===== src/hw/lsu_settings.svh =====
/* Width and depth constants shared by the data-cache lookup slice */

`ifndef LSU_SETTINGS_SVH
`define LSU_SETTINGS_SVH

// Request fields
`define ADDR_WIDTH      32
`define TAG_WIDTH       6

// Cache geometry: 32-byte lines, 16 sets, 2 ways
`define DC_LINE_WIDTH   5
`define DC_INDEX_WIDTH  4
`define DC_WAY_WIDTH    1
`define DC_TAG_WIDTH    23

// Outstanding misses held by the MSHQ
`define MSHQ_DEPTH      4

`endif


===== src/hw/lsu_pkg.sv =====
/* Load/store unit operation encodings */

`default_nettype none

package lsu_pkg;

    // Loads in the low half, stores above
    typedef enum logic [2:0] {
        LSU_LB = 3'd0,
        LSU_LH = 3'd1,
        LSU_LW = 3'd2,
        LSU_SB = 3'd3,
        LSU_SH = 3'd4,
        LSU_SW = 3'd5
    } lsu_func_t;

endpackage

`default_nettype wire


===== src/hw/dc_pkg.sv =====
/* Cache structure types: tag memory entry and MSHQ entry */

`default_nettype none

`include "lsu_settings.svh"

package dc_pkg;

    import lsu_pkg::*;

    // One way of one set
    typedef struct packed {
        logic                       valid;
        logic [`DC_TAG_WIDTH-1:0]   tag;
    } dc_tag_entry_t;

    // Outstanding miss, kept as the original request
    typedef struct packed {
        lsu_func_t                  lsu_func;
        logic [`ADDR_WIDTH-1:0]     addr;
        logic [`TAG_WIDTH-1:0]      tag;
    } mshq_entry_t;

endpackage

`default_nettype wire


===== src/hw/lsu_ifs.sv =====
/* Lookup stage to tag memory interface, lookup stage to MSHQ interface */

`default_nettype none

`include "lsu_settings.svh"

interface dc_tag_if;

    logic [`DC_INDEX_WIDTH-1:0] index;
    logic [`DC_TAG_WIDTH-1:0]   tag;
    logic                       hit;
    logic [`DC_WAY_WIDTH-1:0]   way_addr;

    modport lookup (output index, output tag, input hit, input way_addr);
    modport tagmem (input index, input tag, output hit, output way_addr);

endinterface

interface mshq_if;

    import lsu_pkg::*;

    // en is a single-cycle strobe per miss
    logic                       en;
    lsu_func_t                  lsu_func;
    logic [`ADDR_WIDTH-1:0]     addr;
    logic [`TAG_WIDTH-1:0]      tag;

    modport src (output en, output lsu_func, output addr, output tag);
    modport dst (input en, input lsu_func, input addr, input tag);

endinterface

`default_nettype wire


===== src/hw/lsu_hit.sv =====
/* Data-cache tag lookup stage
   Splits the address for the tag memory, forwards the hit result
   and raises a miss towards the MSHQ */

`default_nettype none

`include "lsu_settings.svh"

module lsu_hit (
    // Request from the previous LSU stage
    input  lsu_pkg::lsu_func_t              i_lsu_func,
    input  logic [`ADDR_WIDTH-1:0]          i_addr,
    input  logic [`TAG_WIDTH-1:0]           i_tag,
    input  logic                            i_valid,

    // Result to the next LSU stage
    output lsu_pkg::lsu_func_t              o_lsu_func,
    output logic [`ADDR_WIDTH-1:0]          o_addr,
    output logic [`TAG_WIDTH-1:0]           o_tag,
    output logic [`DC_WAY_WIDTH-1:0]        o_way_addr,
    output logic                            o_hit,
    output logic                            o_valid,

    dc_tag_if.lookup                        tag_port,
    mshq_if.src                             mshq_port
);

    // Index sits just above the line offset, tag takes the remaining top bits
    assign tag_port.index   = i_addr[`DC_INDEX_WIDTH+`DC_LINE_WIDTH-1:`DC_LINE_WIDTH];
    assign tag_port.tag     = i_addr[`ADDR_WIDTH-1:`ADDR_WIDTH-`DC_TAG_WIDTH];

    // Misses go to the queue unchanged
    assign mshq_port.en         = i_valid && !tag_port.hit;
    assign mshq_port.lsu_func   = i_lsu_func;
    assign mshq_port.addr       = i_addr;
    assign mshq_port.tag        = i_tag;

    // Same-cycle result for the next stage
    assign o_lsu_func   = i_lsu_func;
    assign o_addr       = i_addr;
    assign o_tag        = i_tag;
    assign o_way_addr   = tag_port.way_addr;
    assign o_hit        = tag_port.hit;
    assign o_valid      = i_valid;

endmodule

`default_nettype wire


===== src/hw/dc_tag_mem.sv =====
/* Two-way data-cache tag store with valid bits
   Combinational lookup, fill into an invalid way or the round-robin victim */

`default_nettype none

`include "lsu_settings.svh"

module dc_tag_mem (
    input  logic                            clk,
    input  logic                            i_rst_n,

    // Line fill from the MSHQ
    input  logic                            i_fill_en,
    input  logic [`DC_INDEX_WIDTH-1:0]      i_fill_index,
    input  logic [`DC_TAG_WIDTH-1:0]        i_fill_tag,

    dc_tag_if.tagmem                        lookup_port
);

    import dc_pkg::*;

    localparam int WAY_W    = `DC_WAY_WIDTH;
    localparam int NUM_SETS = 1 << `DC_INDEX_WIDTH;
    localparam int NUM_WAYS = 1 << `DC_WAY_WIDTH;

    dc_tag_entry_t          tag_array [NUM_SETS][NUM_WAYS];
    logic [WAY_W-1:0]       rr_way    [NUM_SETS];

    logic                   rd_hit;
    logic [WAY_W-1:0]       rd_way;
    logic                   fill_present;
    logic                   inv_found;
    logic [WAY_W-1:0]       victim_way;

    // Compare all ways, walk downwards so the lowest match wins
    always_comb begin
        rd_hit = 1'b0;
        rd_way = '0;
        for (int w = NUM_WAYS - 1; w >= 0; w--) begin
            if (tag_array[lookup_port.index][w].valid &&
                tag_array[lookup_port.index][w].tag == lookup_port.tag) begin
                rd_hit = 1'b1;
                rd_way = WAY_W'(w);
            end
        end
    end

    assign lookup_port.hit      = rd_hit;
    assign lookup_port.way_addr = rd_way;

    // Victim selection: lowest invalid way, else the set's round-robin way
    always_comb begin
        fill_present = 1'b0;
        inv_found    = 1'b0;
        victim_way   = rr_way[i_fill_index];
        for (int w = NUM_WAYS - 1; w >= 0; w--) begin
            if (tag_array[i_fill_index][w].valid &&
                tag_array[i_fill_index][w].tag == i_fill_tag) begin
                fill_present = 1'b1;
            end
            if (!tag_array[i_fill_index][w].valid) begin
                inv_found  = 1'b1;
                victim_way = WAY_W'(w);
            end
        end
    end

    always_ff @(posedge clk or negedge i_rst_n) begin
        if (!i_rst_n) begin
            for (int s = 0; s < NUM_SETS; s++) begin
                rr_way[s] <= '0;
                for (int w = 0; w < NUM_WAYS; w++) begin
                    tag_array[s][w] <= '0;
                end
            end
        end else if (i_fill_en && !fill_present) begin
            tag_array[i_fill_index][victim_way] <= '{valid: 1'b1, tag: i_fill_tag};
            // Only an eviction advances the pointer
            if (!inv_found) begin
                rr_way[i_fill_index] <= rr_way[i_fill_index] + WAY_W'(1);
            end
        end
    end

endmodule

`default_nettype wire


===== src/hw/lsu_mshq.sv =====
/* Miss-handling queue
   Circular FIFO of misses, oldest entry offered to memory as a level request */

`default_nettype none

`include "lsu_settings.svh"

module lsu_mshq #(
    parameter int DEPTH = `MSHQ_DEPTH
) (
    input  logic                            clk,
    input  logic                            i_rst_n,
    input  logic                            i_mem_done,

    mshq_if.dst                             enq_port,

    // Memory request, head of queue
    output logic                            o_mem_req,
    output lsu_pkg::lsu_func_t              o_mem_lsu_func,
    output logic [`ADDR_WIDTH-1:0]          o_mem_addr,
    output logic [`TAG_WIDTH-1:0]           o_mem_tag,
    output logic                            o_full,

    // Tag fill towards the tag memory
    output logic                            o_fill_en,
    output logic [`DC_INDEX_WIDTH-1:0]      o_fill_index,
    output logic [`DC_TAG_WIDTH-1:0]        o_fill_tag
);

    import dc_pkg::*;

    localparam int PTR_W = (DEPTH > 1) ? $clog2(DEPTH) : 1;
    localparam int CNT_W = PTR_W + 1;

    mshq_entry_t            queue [DEPTH];
    mshq_entry_t            head_entry;
    logic [PTR_W-1:0]       head;
    logic [PTR_W-1:0]       tail;
    logic [CNT_W-1:0]       count;
    logic                   push;
    logic                   pop;

    // Wrap explicitly so any depth works
    function automatic logic [PTR_W-1:0] next_ptr(input logic [PTR_W-1:0] ptr);
        return (ptr == PTR_W'(DEPTH - 1)) ? '0 : ptr + PTR_W'(1);
    endfunction

    assign o_full = (count == CNT_W'(DEPTH));
    assign push   = enq_port.en && !o_full;
    assign pop    = i_mem_done && (count != '0);

    always_ff @(posedge clk or negedge i_rst_n) begin
        if (!i_rst_n) begin
            head  <= '0;
            tail  <= '0;
            count <= '0;
        end else begin
            if (push) tail <= next_ptr(tail);
            if (pop)  head <= next_ptr(head);
            if (push && !pop) begin
                count <= count + CNT_W'(1);
            end else if (pop && !push) begin
                count <= count - CNT_W'(1);
            end
        end
    end

    always_ff @(posedge clk) begin
        if (push) begin
            queue[tail] <= '{lsu_func: enq_port.lsu_func,
                             addr:     enq_port.addr,
                             tag:      enq_port.tag};
        end
    end

    assign head_entry     = queue[head];
    assign o_mem_req      = (count != '0);
    assign o_mem_lsu_func = head_entry.lsu_func;
    assign o_mem_addr     = head_entry.addr;
    assign o_mem_tag      = head_entry.tag;

    // Done both pops the head and fills its line
    assign o_fill_en    = i_mem_done;
    assign o_fill_index = head_entry.addr[`DC_INDEX_WIDTH+`DC_LINE_WIDTH-1:`DC_LINE_WIDTH];
    assign o_fill_tag   = head_entry.addr[`ADDR_WIDTH-1:`ADDR_WIDTH-`DC_TAG_WIDTH];

endmodule

`default_nettype wire


===== src/hw/lsu_dcache_top.sv =====
/* Data-cache lookup slice top level
   Lookup stage, tag memory and MSHQ */

`default_nettype none

`include "lsu_settings.svh"

module lsu_dcache_top (
    input  logic                            clk,
    input  logic                            i_rst_n,

    // Request from the previous LSU stage
    input  lsu_pkg::lsu_func_t              i_lsu_func,
    input  logic [`ADDR_WIDTH-1:0]          i_addr,
    input  logic [`TAG_WIDTH-1:0]           i_tag,
    input  logic                            i_valid,

    // Result to the next LSU stage
    output lsu_pkg::lsu_func_t              o_lsu_func,
    output logic [`ADDR_WIDTH-1:0]          o_addr,
    output logic [`TAG_WIDTH-1:0]           o_tag,
    output logic [`DC_WAY_WIDTH-1:0]        o_way_addr,
    output logic                            o_hit,
    output logic                            o_valid,

    // Memory side
    output logic                            o_mem_req,
    output lsu_pkg::lsu_func_t              o_mem_lsu_func,
    output logic [`ADDR_WIDTH-1:0]          o_mem_addr,
    output logic [`TAG_WIDTH-1:0]           o_mem_tag,
    input  logic                            i_mem_done,
    output logic                            o_mshq_full
);

    logic                           fill_en;
    logic [`DC_INDEX_WIDTH-1:0]     fill_index;
    logic [`DC_TAG_WIDTH-1:0]       fill_tag;

    dc_tag_if tag_bus ();
    mshq_if   miss_bus ();

    lsu_hit u_lsu_hit (
        .i_lsu_func (i_lsu_func),
        .i_addr     (i_addr),
        .i_tag      (i_tag),
        .i_valid    (i_valid),
        .o_lsu_func (o_lsu_func),
        .o_addr     (o_addr),
        .o_tag      (o_tag),
        .o_way_addr (o_way_addr),
        .o_hit      (o_hit),
        .o_valid    (o_valid),
        .tag_port   (tag_bus.lookup),
        .mshq_port  (miss_bus.src)
    );

    dc_tag_mem u_dc_tag_mem (
        .clk          (clk),
        .i_rst_n      (i_rst_n),
        .i_fill_en    (fill_en),
        .i_fill_index (fill_index),
        .i_fill_tag   (fill_tag),
        .lookup_port  (tag_bus.tagmem)
    );

    lsu_mshq #(
        .DEPTH (`MSHQ_DEPTH)
    ) u_lsu_mshq (
        .clk            (clk),
        .i_rst_n        (i_rst_n),
        .i_mem_done     (i_mem_done),
        .enq_port       (miss_bus.dst),
        .o_mem_req      (o_mem_req),
        .o_mem_lsu_func (o_mem_lsu_func),
        .o_mem_addr     (o_mem_addr),
        .o_mem_tag      (o_mem_tag),
        .o_full         (o_mshq_full),
        .o_fill_en      (fill_en),
        .o_fill_index   (fill_index),
        .o_fill_tag     (fill_tag)
    );

endmodule

`default_nettype wire


===== config.mk =====
export PLATFORM = sky130hd
export DESIGN_NAME = lsu_dcache_top
export DESIGN_NICKNAME = d
export VERILOG_FILES = /design/src/hw/lsu_pkg.sv /design/src/hw/dc_pkg.sv /design/src/hw/lsu_ifs.sv /design/src/hw/lsu_hit.sv /design/src/hw/dc_tag_mem.sv /design/src/hw/lsu_mshq.sv /design/src/hw/lsu_dcache_top.sv
export VERILOG_INCLUDE_DIRS = /design/src /design/src/hw
export SDC_FILE = /design/constraint.sdc
export NUM_CORES = 1
export LEC_CHECK = 0
export BUFFER_PORTS_ARGS = -buffer_cell sky130_fd_sc_hd__buf_2
export CAP_MARGIN = 20
export CORE_UTILIZATION = 25
export DETAILED_ROUTE_END_ITERATION = 12
export PLACE_DENSITY = 0.41
export SLEW_MARGIN = 0
export SYNTH_ARGS = -nofsm -noshare
export SYNTH_HDL_FRONTEND = slang
export SYNTH_SLANG_ARGS = --single-unit

===== constraint.sdc =====
create_clock -name clk -period 5 [get_ports clk]
set_clock_uncertainty 0.05 [all_clocks]
set_input_delay 1 -clock clk [delete_from_list [all_inputs] [get_ports clk]]
set_output_delay 1 -clock clk [all_outputs]
set_load 0.02 [all_outputs]

==> metrics, run 1 <==
status finished with violations; failing checks setup timing; RSZ-0062 raised after global routing yes; vias per std cell 4.98; Synth Area per Inst about 15 µm²; CP Data Required Time 3.95 ns; post-synthesis cell type count 60; post-route ant nets 0; FF+latch count, synth approximately 960; Post-synth EDFFs 164; area delta synth->final 28.9%; Rel. slew slack 41.8%; sequential share of the synthesized area 48.1%; fmax 175 MHz; total iterations of the first detailed-routing run 5; peak supply drop 368 µV; Synthesized Nets around 3500; measured slew at the worst slew-check pin between 0.8 and 0.9 ns; DR WL/cell 30.1 µm; die width 455 µm; Tcrit/Tclk final 114%; tightest hold margin 0.181 ns; Lkg Pwr 27.8 nW; Final Routed Wirelength 204000 µm; Tmin final between 5 and 6 ns; Worst Hold Class in2async; share of cells above drive strength 1 54.0%; global route overflow 0; pre-CTS setup slack -1.21 ns; most used cell, CP buf_16; Top FF cell, synth dfrtp_1; Final Hold Fails 0; CP cell instances buf_16 > buf_16 > buf_16 > buf_12 > mux4_2 > mux4_2 > xnor2_1 > nand4_1 > nor4_2 > buf_4 > nand4_1 > buf_4 > nor2b_4 > buf_6 > buf_6; CTS Buffer Depth 3; # DRC 0; CP max stage delay 0.49 ns; CTS buffer count 111; Yosys warnings 0; all-layer global routing usage about a fifth; post-layout util 32.4%; clk_lat worst skew 0.78 ns; max layer used met5; WL met2 91800 µm; Sink Count 955; Die ar. 207000 µm²; crit path max-delay cell type mux4_2; Final Max Slew Viols 0; power per cell area 761 nW/µm²; first-pass GRT wire length approximately 290000 µm; crit path capture type output pin; initial core utilization 25.1%; CTS Hold Bufs 0; Site Rows 166; met3 WL 9620 µm; DR iter-0 viols ~2600; DP HPWL approximately 140000 µm; max-cap violations 0; RePlAce Congestion 0.842; Post-layout nets 4049; critical path arrival 4.66 ns; area of the core ~200000 µm²; Chip Height 455 µm; initial antenna violation count 10; vias in the first global route 34800; I/O pins around 130; DR vias 33800; pin count of the biggest net entering global routing 129; Worst-path clk slew 0.06 ns; Synth Cell Area 51400 µm²; Gate Count Post-Synth 3455; async set-or-reset flop fraction in the synthesized netlist 82.8%; met1 WL 97800 µm; CP max FO 8; Startpoint Class input port; CTS tree built; count of port buffers added during placement approximately 130; Crit Path Class in2out; CTS HTree Levels 3; Setup Viol. Count Final 576; clk root buf clkbuf_16; final setup margin -0.707 ns
==> critical path: cells and delay by family <==
family	cells	cell delay (ns)
buf+inv	8	1.33
simple gates	4	1.13
mux	2	0.98
xor+xnor	1	0.17
==> stage by stage <==
step	area, µm²	power, mW	cells	TNS, ns
global placement	59600	40.1	6445	-348.61
global route	66200	52.6	6781	-137.66
floorplan	51500	28.1	3455	0
detailed placement	59700	40.1	6446	-349.87
finish	66200	50.4	6787	-64.19
CTS	65700	50.3	6758	-59.42
==> repair_timing <==
item,CTS,global route
pin swaps,36,23
gates resized for setup,165,93
cloned,17,5
setup buffers,98,32
setup endpoints to repair,783,786
==> area by class of cell <==
| type | instances | area, µm² |
|---|---|---|
| clock buffer | 156 | 3230 |
| multi-input combinational | 2118 | 25200 |
| timing repair buffer | 797 | 8980 |
| inverter | 14 | 60.1 |
| sequential | 955 | 24700 |
| antenna | 10 | 25.0 |
| tap | 2688 | 3360 |
| clock inverter | 49 | 646 |
| fill | 20100 | 138000 |
==> cells in the mapped netlist, types with 5 or more instances <==
master    number  share of area (%)
dfrtp_1      791                 39
clkbuf_1     146                1.1
nand4_1       10               0.12
nor2_1        35               0.26
xor2_1        68                1.2
inv_1         12              0.088
a211oi_1      40               0.58
nor3_4        15               0.47
nor3_2        17               0.33
mux4_2       294                 13
and3_1         6              0.073
a21oi_1       51               0.50
nor3_1        30               0.29
a22o_1        11               0.19
mux2i_1      330                6.4
nor2b_1       36               0.44
buf_2         70               0.68
and2_1        10               0.12
o22ai_1       45               0.55
ha_1           6               0.15
mux2_4       191                5.6
buf_1         18               0.13
nand2_1       61               0.45
nand3_1       15               0.15
a221oi_1      32               0.55
o211ai_1       7               0.10
edfxtp_1     164                9.6
a22oi_1       45               0.66
buf_4         99                1.4
nand2b_1       5              0.061
o21ai_0        8              0.078
or2_1         10               0.12
nor4_1         6              0.073
mux2_1         6               0.13
buf_6         33               0.72
xnor2_1       73                1.2
mux2_2       596                 13
or2_2         24               0.29
==> registers in the layout (all words and copies together) (netlist names) <==
register,flops
u_dc_tag_mem.tag_array,768
u_lsu_mshq.queue,164
u_lsu_mshq.head,2
u_lsu_mshq.tail,2
u_dc_tag_mem.rr_way,16
u_lsu_mshq.count,3
==> placed cells by master, fill, tap and decap left out, drive strengths merged, types with 30 or more instances in the layout <==
master / instances
mux2i: 330
xnor2: 73
clkinv: 30
nor2b: 36
o22ai: 46
a22oi: 45
buf: 787
mux4: 294
a21oi: 51
edfxtp: 164
a211oi: 40
nor2: 36
nor3: 62
nand2: 61
clkbuf: 164
mux2: 793
xor2: 68
a221oi: 32
dfrtp: 791
or2: 34
==> cell families after synthesis <==
logic type / synth area share, %
AOI/OAI and AO/OA: 3.57
xor gates and xnor gates: 2.40
adders and majority gates: 0.185
buffers and inverters: 4.21
DFF: 48.1
muxes: 38.1
and+or+nand+nor: 3.42
==> final timing paths <==
| check | slack, ns | start | end | cells past startpoint |
|---|---|---|---|---|
| worst max-delay path | -0.71 | i_addr[5] | o_way_addr | 15 |
| worst min-delay path | 0.18 | i_rst_n | u_dc_tag_mem.tag_array[17] | 1 |
| worst max register to register | -0.28 | u_lsu_mshq.head[0] | u_dc_tag_mem.tag_array[258] | 21 |
| worst min register to register | 0.43 | u_lsu_mshq.count[2] | u_lsu_mshq.count[2] | 1 |
| max in group asynchronous | 3.37 | i_rst_n | u_lsu_mshq.head[0] | 2 |
| min in group clk | 0.42 | i_tag[2] | u_lsu_mshq.queue[3][2] | 1 |
==> power by group <==
| group | internal (mW) | total, mW | switching [mW] |
|---|---|---|---|
| Sequential | 11.3 | 14.0 | 2.68 |
| Combinational | 13.3 | 27.7 | 14.4 |
| Clock | 5.17 | 8.75 | 3.58 |
| Total | 29.8 | 50.4 | 20.6 |
==> routing by layer <==
layer / global-route usage [%] / vias up
met5: 0 / -
met4: 4.60 / 2
met3: 2.51 / 225
met2: 30.1 / 967
met1: 29.1 / 18400
li1: - / 14200
Power figures use the tool's default switching activity.
==> run 2: changes to the inputs <==
ABC_AREA = 1   (was unset)
SYNTH_HIERARCHICAL = 1   (was unset)
==> metrics, run 2 <==
register with the most flip-flops u_dc_tag_mem/tag_array; Post-synth EDFFs around 160; die width 462 µm; critical path arrival between 3 and 4 ns; global route overflow 0; FF+latch count, synth 955; area delta synth->final 16.9%; Sink Count 955; Post-layout nets between 7000 and 8000; Synthesized Nets 7125; clk root buf clkbuf_16; Site Rows 168; worst r2r path cells 24; peak supply drop 413 µV; most common cell in the synthesized netlist nand2_1; initial antenna violation count 8; Post-synth top cells nand2_1 (2610), o21ai_0 (987), dfrtp_1 (791), nor2_1 (430), inv_1 (345); Logic pwr share 50.0%; max layer used met5; Final Routed Wirelength 227000 µm; DR iter-0 viols 5276; Startpoint Class input port; Final Hold Fails 0; WL met2 around 100000 µm; Critical path origin i_addr[6]; top post-synthesis cells by area dfrtp_1 (37%), nand2_1 (18%), o21ai_0 (9.3%); DR WL/cell 22.9 µm; status completed; Yosys warnings 6; Tcrit/Tclk final 98.0%; Gate Count Post-Synth 7073; Lkg Pwr around 28 nW; power per cell area 703 nW/µm²; Pint about 22 mW; Setup Viol. Count Final 0; measured slew at the worst slew-check pin 1.06 ns; post-synth top area share 37.4%; CTS buffer count roughly 120; Final Max Slew Viols 0; count of port buffers added during placement 131; Largest regs u_dc_tag_mem/tag_array (768), u_lsu_mshq/queue (164), u_dc_tag_mem/rr_way (16); pre-CTS setup slack -0.331 ns; clk_lat worst skew 0.78 ns; tightest hold margin roughly 0.25 ns; clock group share of total power 21.0%; worst reg2reg startpoint u_lsu_mshq/head[1]; # DRC 0; crit path capture type output pin; CTS Buffer Depth 3; pin count of the biggest net entering global routing 112; switching part of the total 48.9%; async set-or-reset flop fraction in the synthesized netlist 82.8%; Crit Path Class in2out; fin area between 60000 and 70000 µm²; total iterations of the first detailed-routing run 8; commonest cells after routing, fill and taps aside nand2_1 (2575), o21ai_0 (984), dfrtp_1 (789); Seq pwr share 29.0%; max FFs per register 768; Synth area leader dfrtp_1; area of the core around 210000 µm²; met1 WL 106000 µm; Psw 21.3 mW; commonest non-fill, non-tap cell in the layout nand2_1; first-pass GRT wire length 331000 µm; Tmin final a little under 5 ns; max-cap violations 0; dpl cell area 57700 µm²; CTS HTree Levels 3; share of cells above drive strength 1 12.3%; CTS Hold Bufs 0; I/O pins 132; Synth Cell Area roughly 53000 µm²; CP Data Required Time 3.95 ns; all-layer global routing usage 21.1%; DP HPWL 150000 µm; RePlAce Congestion just under 0.9; Die ar. 214000 µm²; met3 WL 13700 µm; Worst-path clk slew 0.06 ns; CP max FO 31; vias in the first global route 46000; post-route ant nets 0; R2R setup slack 0.27 ns; Synth Area per Inst 7.49 µm²; vias per std cell 4.91; FF-to-FF End u_dc_tag_mem/tag_array[288]; Chip Height 462 µm; RSZ-0062 raised after global routing no; sequential share of the synthesized area 46.7%; post-synthesis cell type count 38; Top FF cell, synth dfrtp_1; DR vias between 40000 and 50000; initial core utilization 25.2%; Rel. slew slack between 20% and 30%; final setup margin 0.0999 ns; CTS tree built; Worst Hold Class in2async; fmax 204 MHz
-- run 2: cell count changes in the layout (fill, tap and decap cells not counted), sizes merged, moves of 71 or more --
cell	delta
o211ai	+161
inv	+344
mux2	-793
nand3	+167
xnor2	-71
mux4	-294
buf	-297
nand2	+2594
o21ai	+1304
mux2i	-330
a21oi	+72
nor2	+409
o221ai	+76
-- run 2: per-stage QoR --
| step | setup TNS, ns | std cells | power (mW) | util (%) |
|---|---|---|---|---|
| floorplan | -76.12 | 7073 | 25.1 | - |
| global placement | -11.34 | 9663 | 34.1 | 27.5 |
| detailed placement | -2.80 | 9663 | 34.2 | 27.5 |
| CTS | -0.0260 | 9891 | 43.6 | 29.4 |
| global route | 0 | 9896 | 46.3 | 29.5 |
| finish | 0 | 9901 | 43.5 | 29.5 |
-- run 2: critical path, cell delays in order --
cell	delay [ns]
buf_6	0.16
inv_12	0.21
buf_12	0.25
buf_4	0.19
o21ai_0	0.10
o221ai_1	0.15
nand3_1	0.11
nand2_1	0.12
xor2_1	0.06
nor2_1	0.29
nand2_1	0.11
nor2_1	0.11
nand2_1	0.21
o21ai_4	0.36
buf_12	0.16
buf_2	0.16
-- run 2: area by class of cell --
type | count | area [µm²]
fillers | 22600 | 148000
flip-flops and latches | 955 | 24700
multi-input cells | 5062 | 23100
repair buffers | 491 | 5130
well taps | 2805 | 3510
clock buffers | 161 | 3310
inverters | 354 | 1370
clock inverters | 67 | 762
diodes | 6 | 15.0
-- run 2: timing repair --
action,4_1_cts,5_1_grt
resized for setup,4,16
pin swaps,0,2
setup buffers,0,3
setup endpoints to repair,2,69
cloned,0,1
-- run 2: metal layers --
layer | global-route usage (%) | vias to the layer above
li1 | - | 22800
met1 | 30.0 | 23700
met2 | 32.8 | 1828
met3 | 2.90 | 346
met4 | 6.30 | 2
met5 | 0 | -
-- run 2: power groups by stage --
stage                     Sequential, mW  Clock, mW  Combinational [mW]
after floorplan                     12.0          0                13.1
after global placement              12.7          0                21.5
after detailed placement            12.7          0                21.6
after global routing                12.9       9.64                23.7
after CTS                           12.6       9.36                21.6
final                               12.6       9.14                21.8
-- run 2: kinds of logic (layout without fill, tap and decap cells) --
logic type / count (synthesis) / count (layout) / synth area share, %
xor+xnor: 15 / 15 / 0.248
compound gates: 1722 / 1722 / 18.4
simple gates: 3318 / 3318 / 24.5
fa+ha+maj: 7 / 7 / 0.180
flops: 955 / 955 / 46.7
buf+inv: 1056 / 1073 / 10.1
other cells: 0 / 6 / 0
-- run 2: worst max path at each step --
stage                        endpoint  cells after the start
5_1_grt                    o_way_addr                     16
6_report                        o_hit                     16
3_3_place_gp      u_lsu_mshq/count[1]                     22
2_1_floorplan  u_lsu_mshq/queue[0][0]                     17
3_5_place_dp      u_lsu_mshq/count[1]                     22
4_1_cts                         o_hit                     15
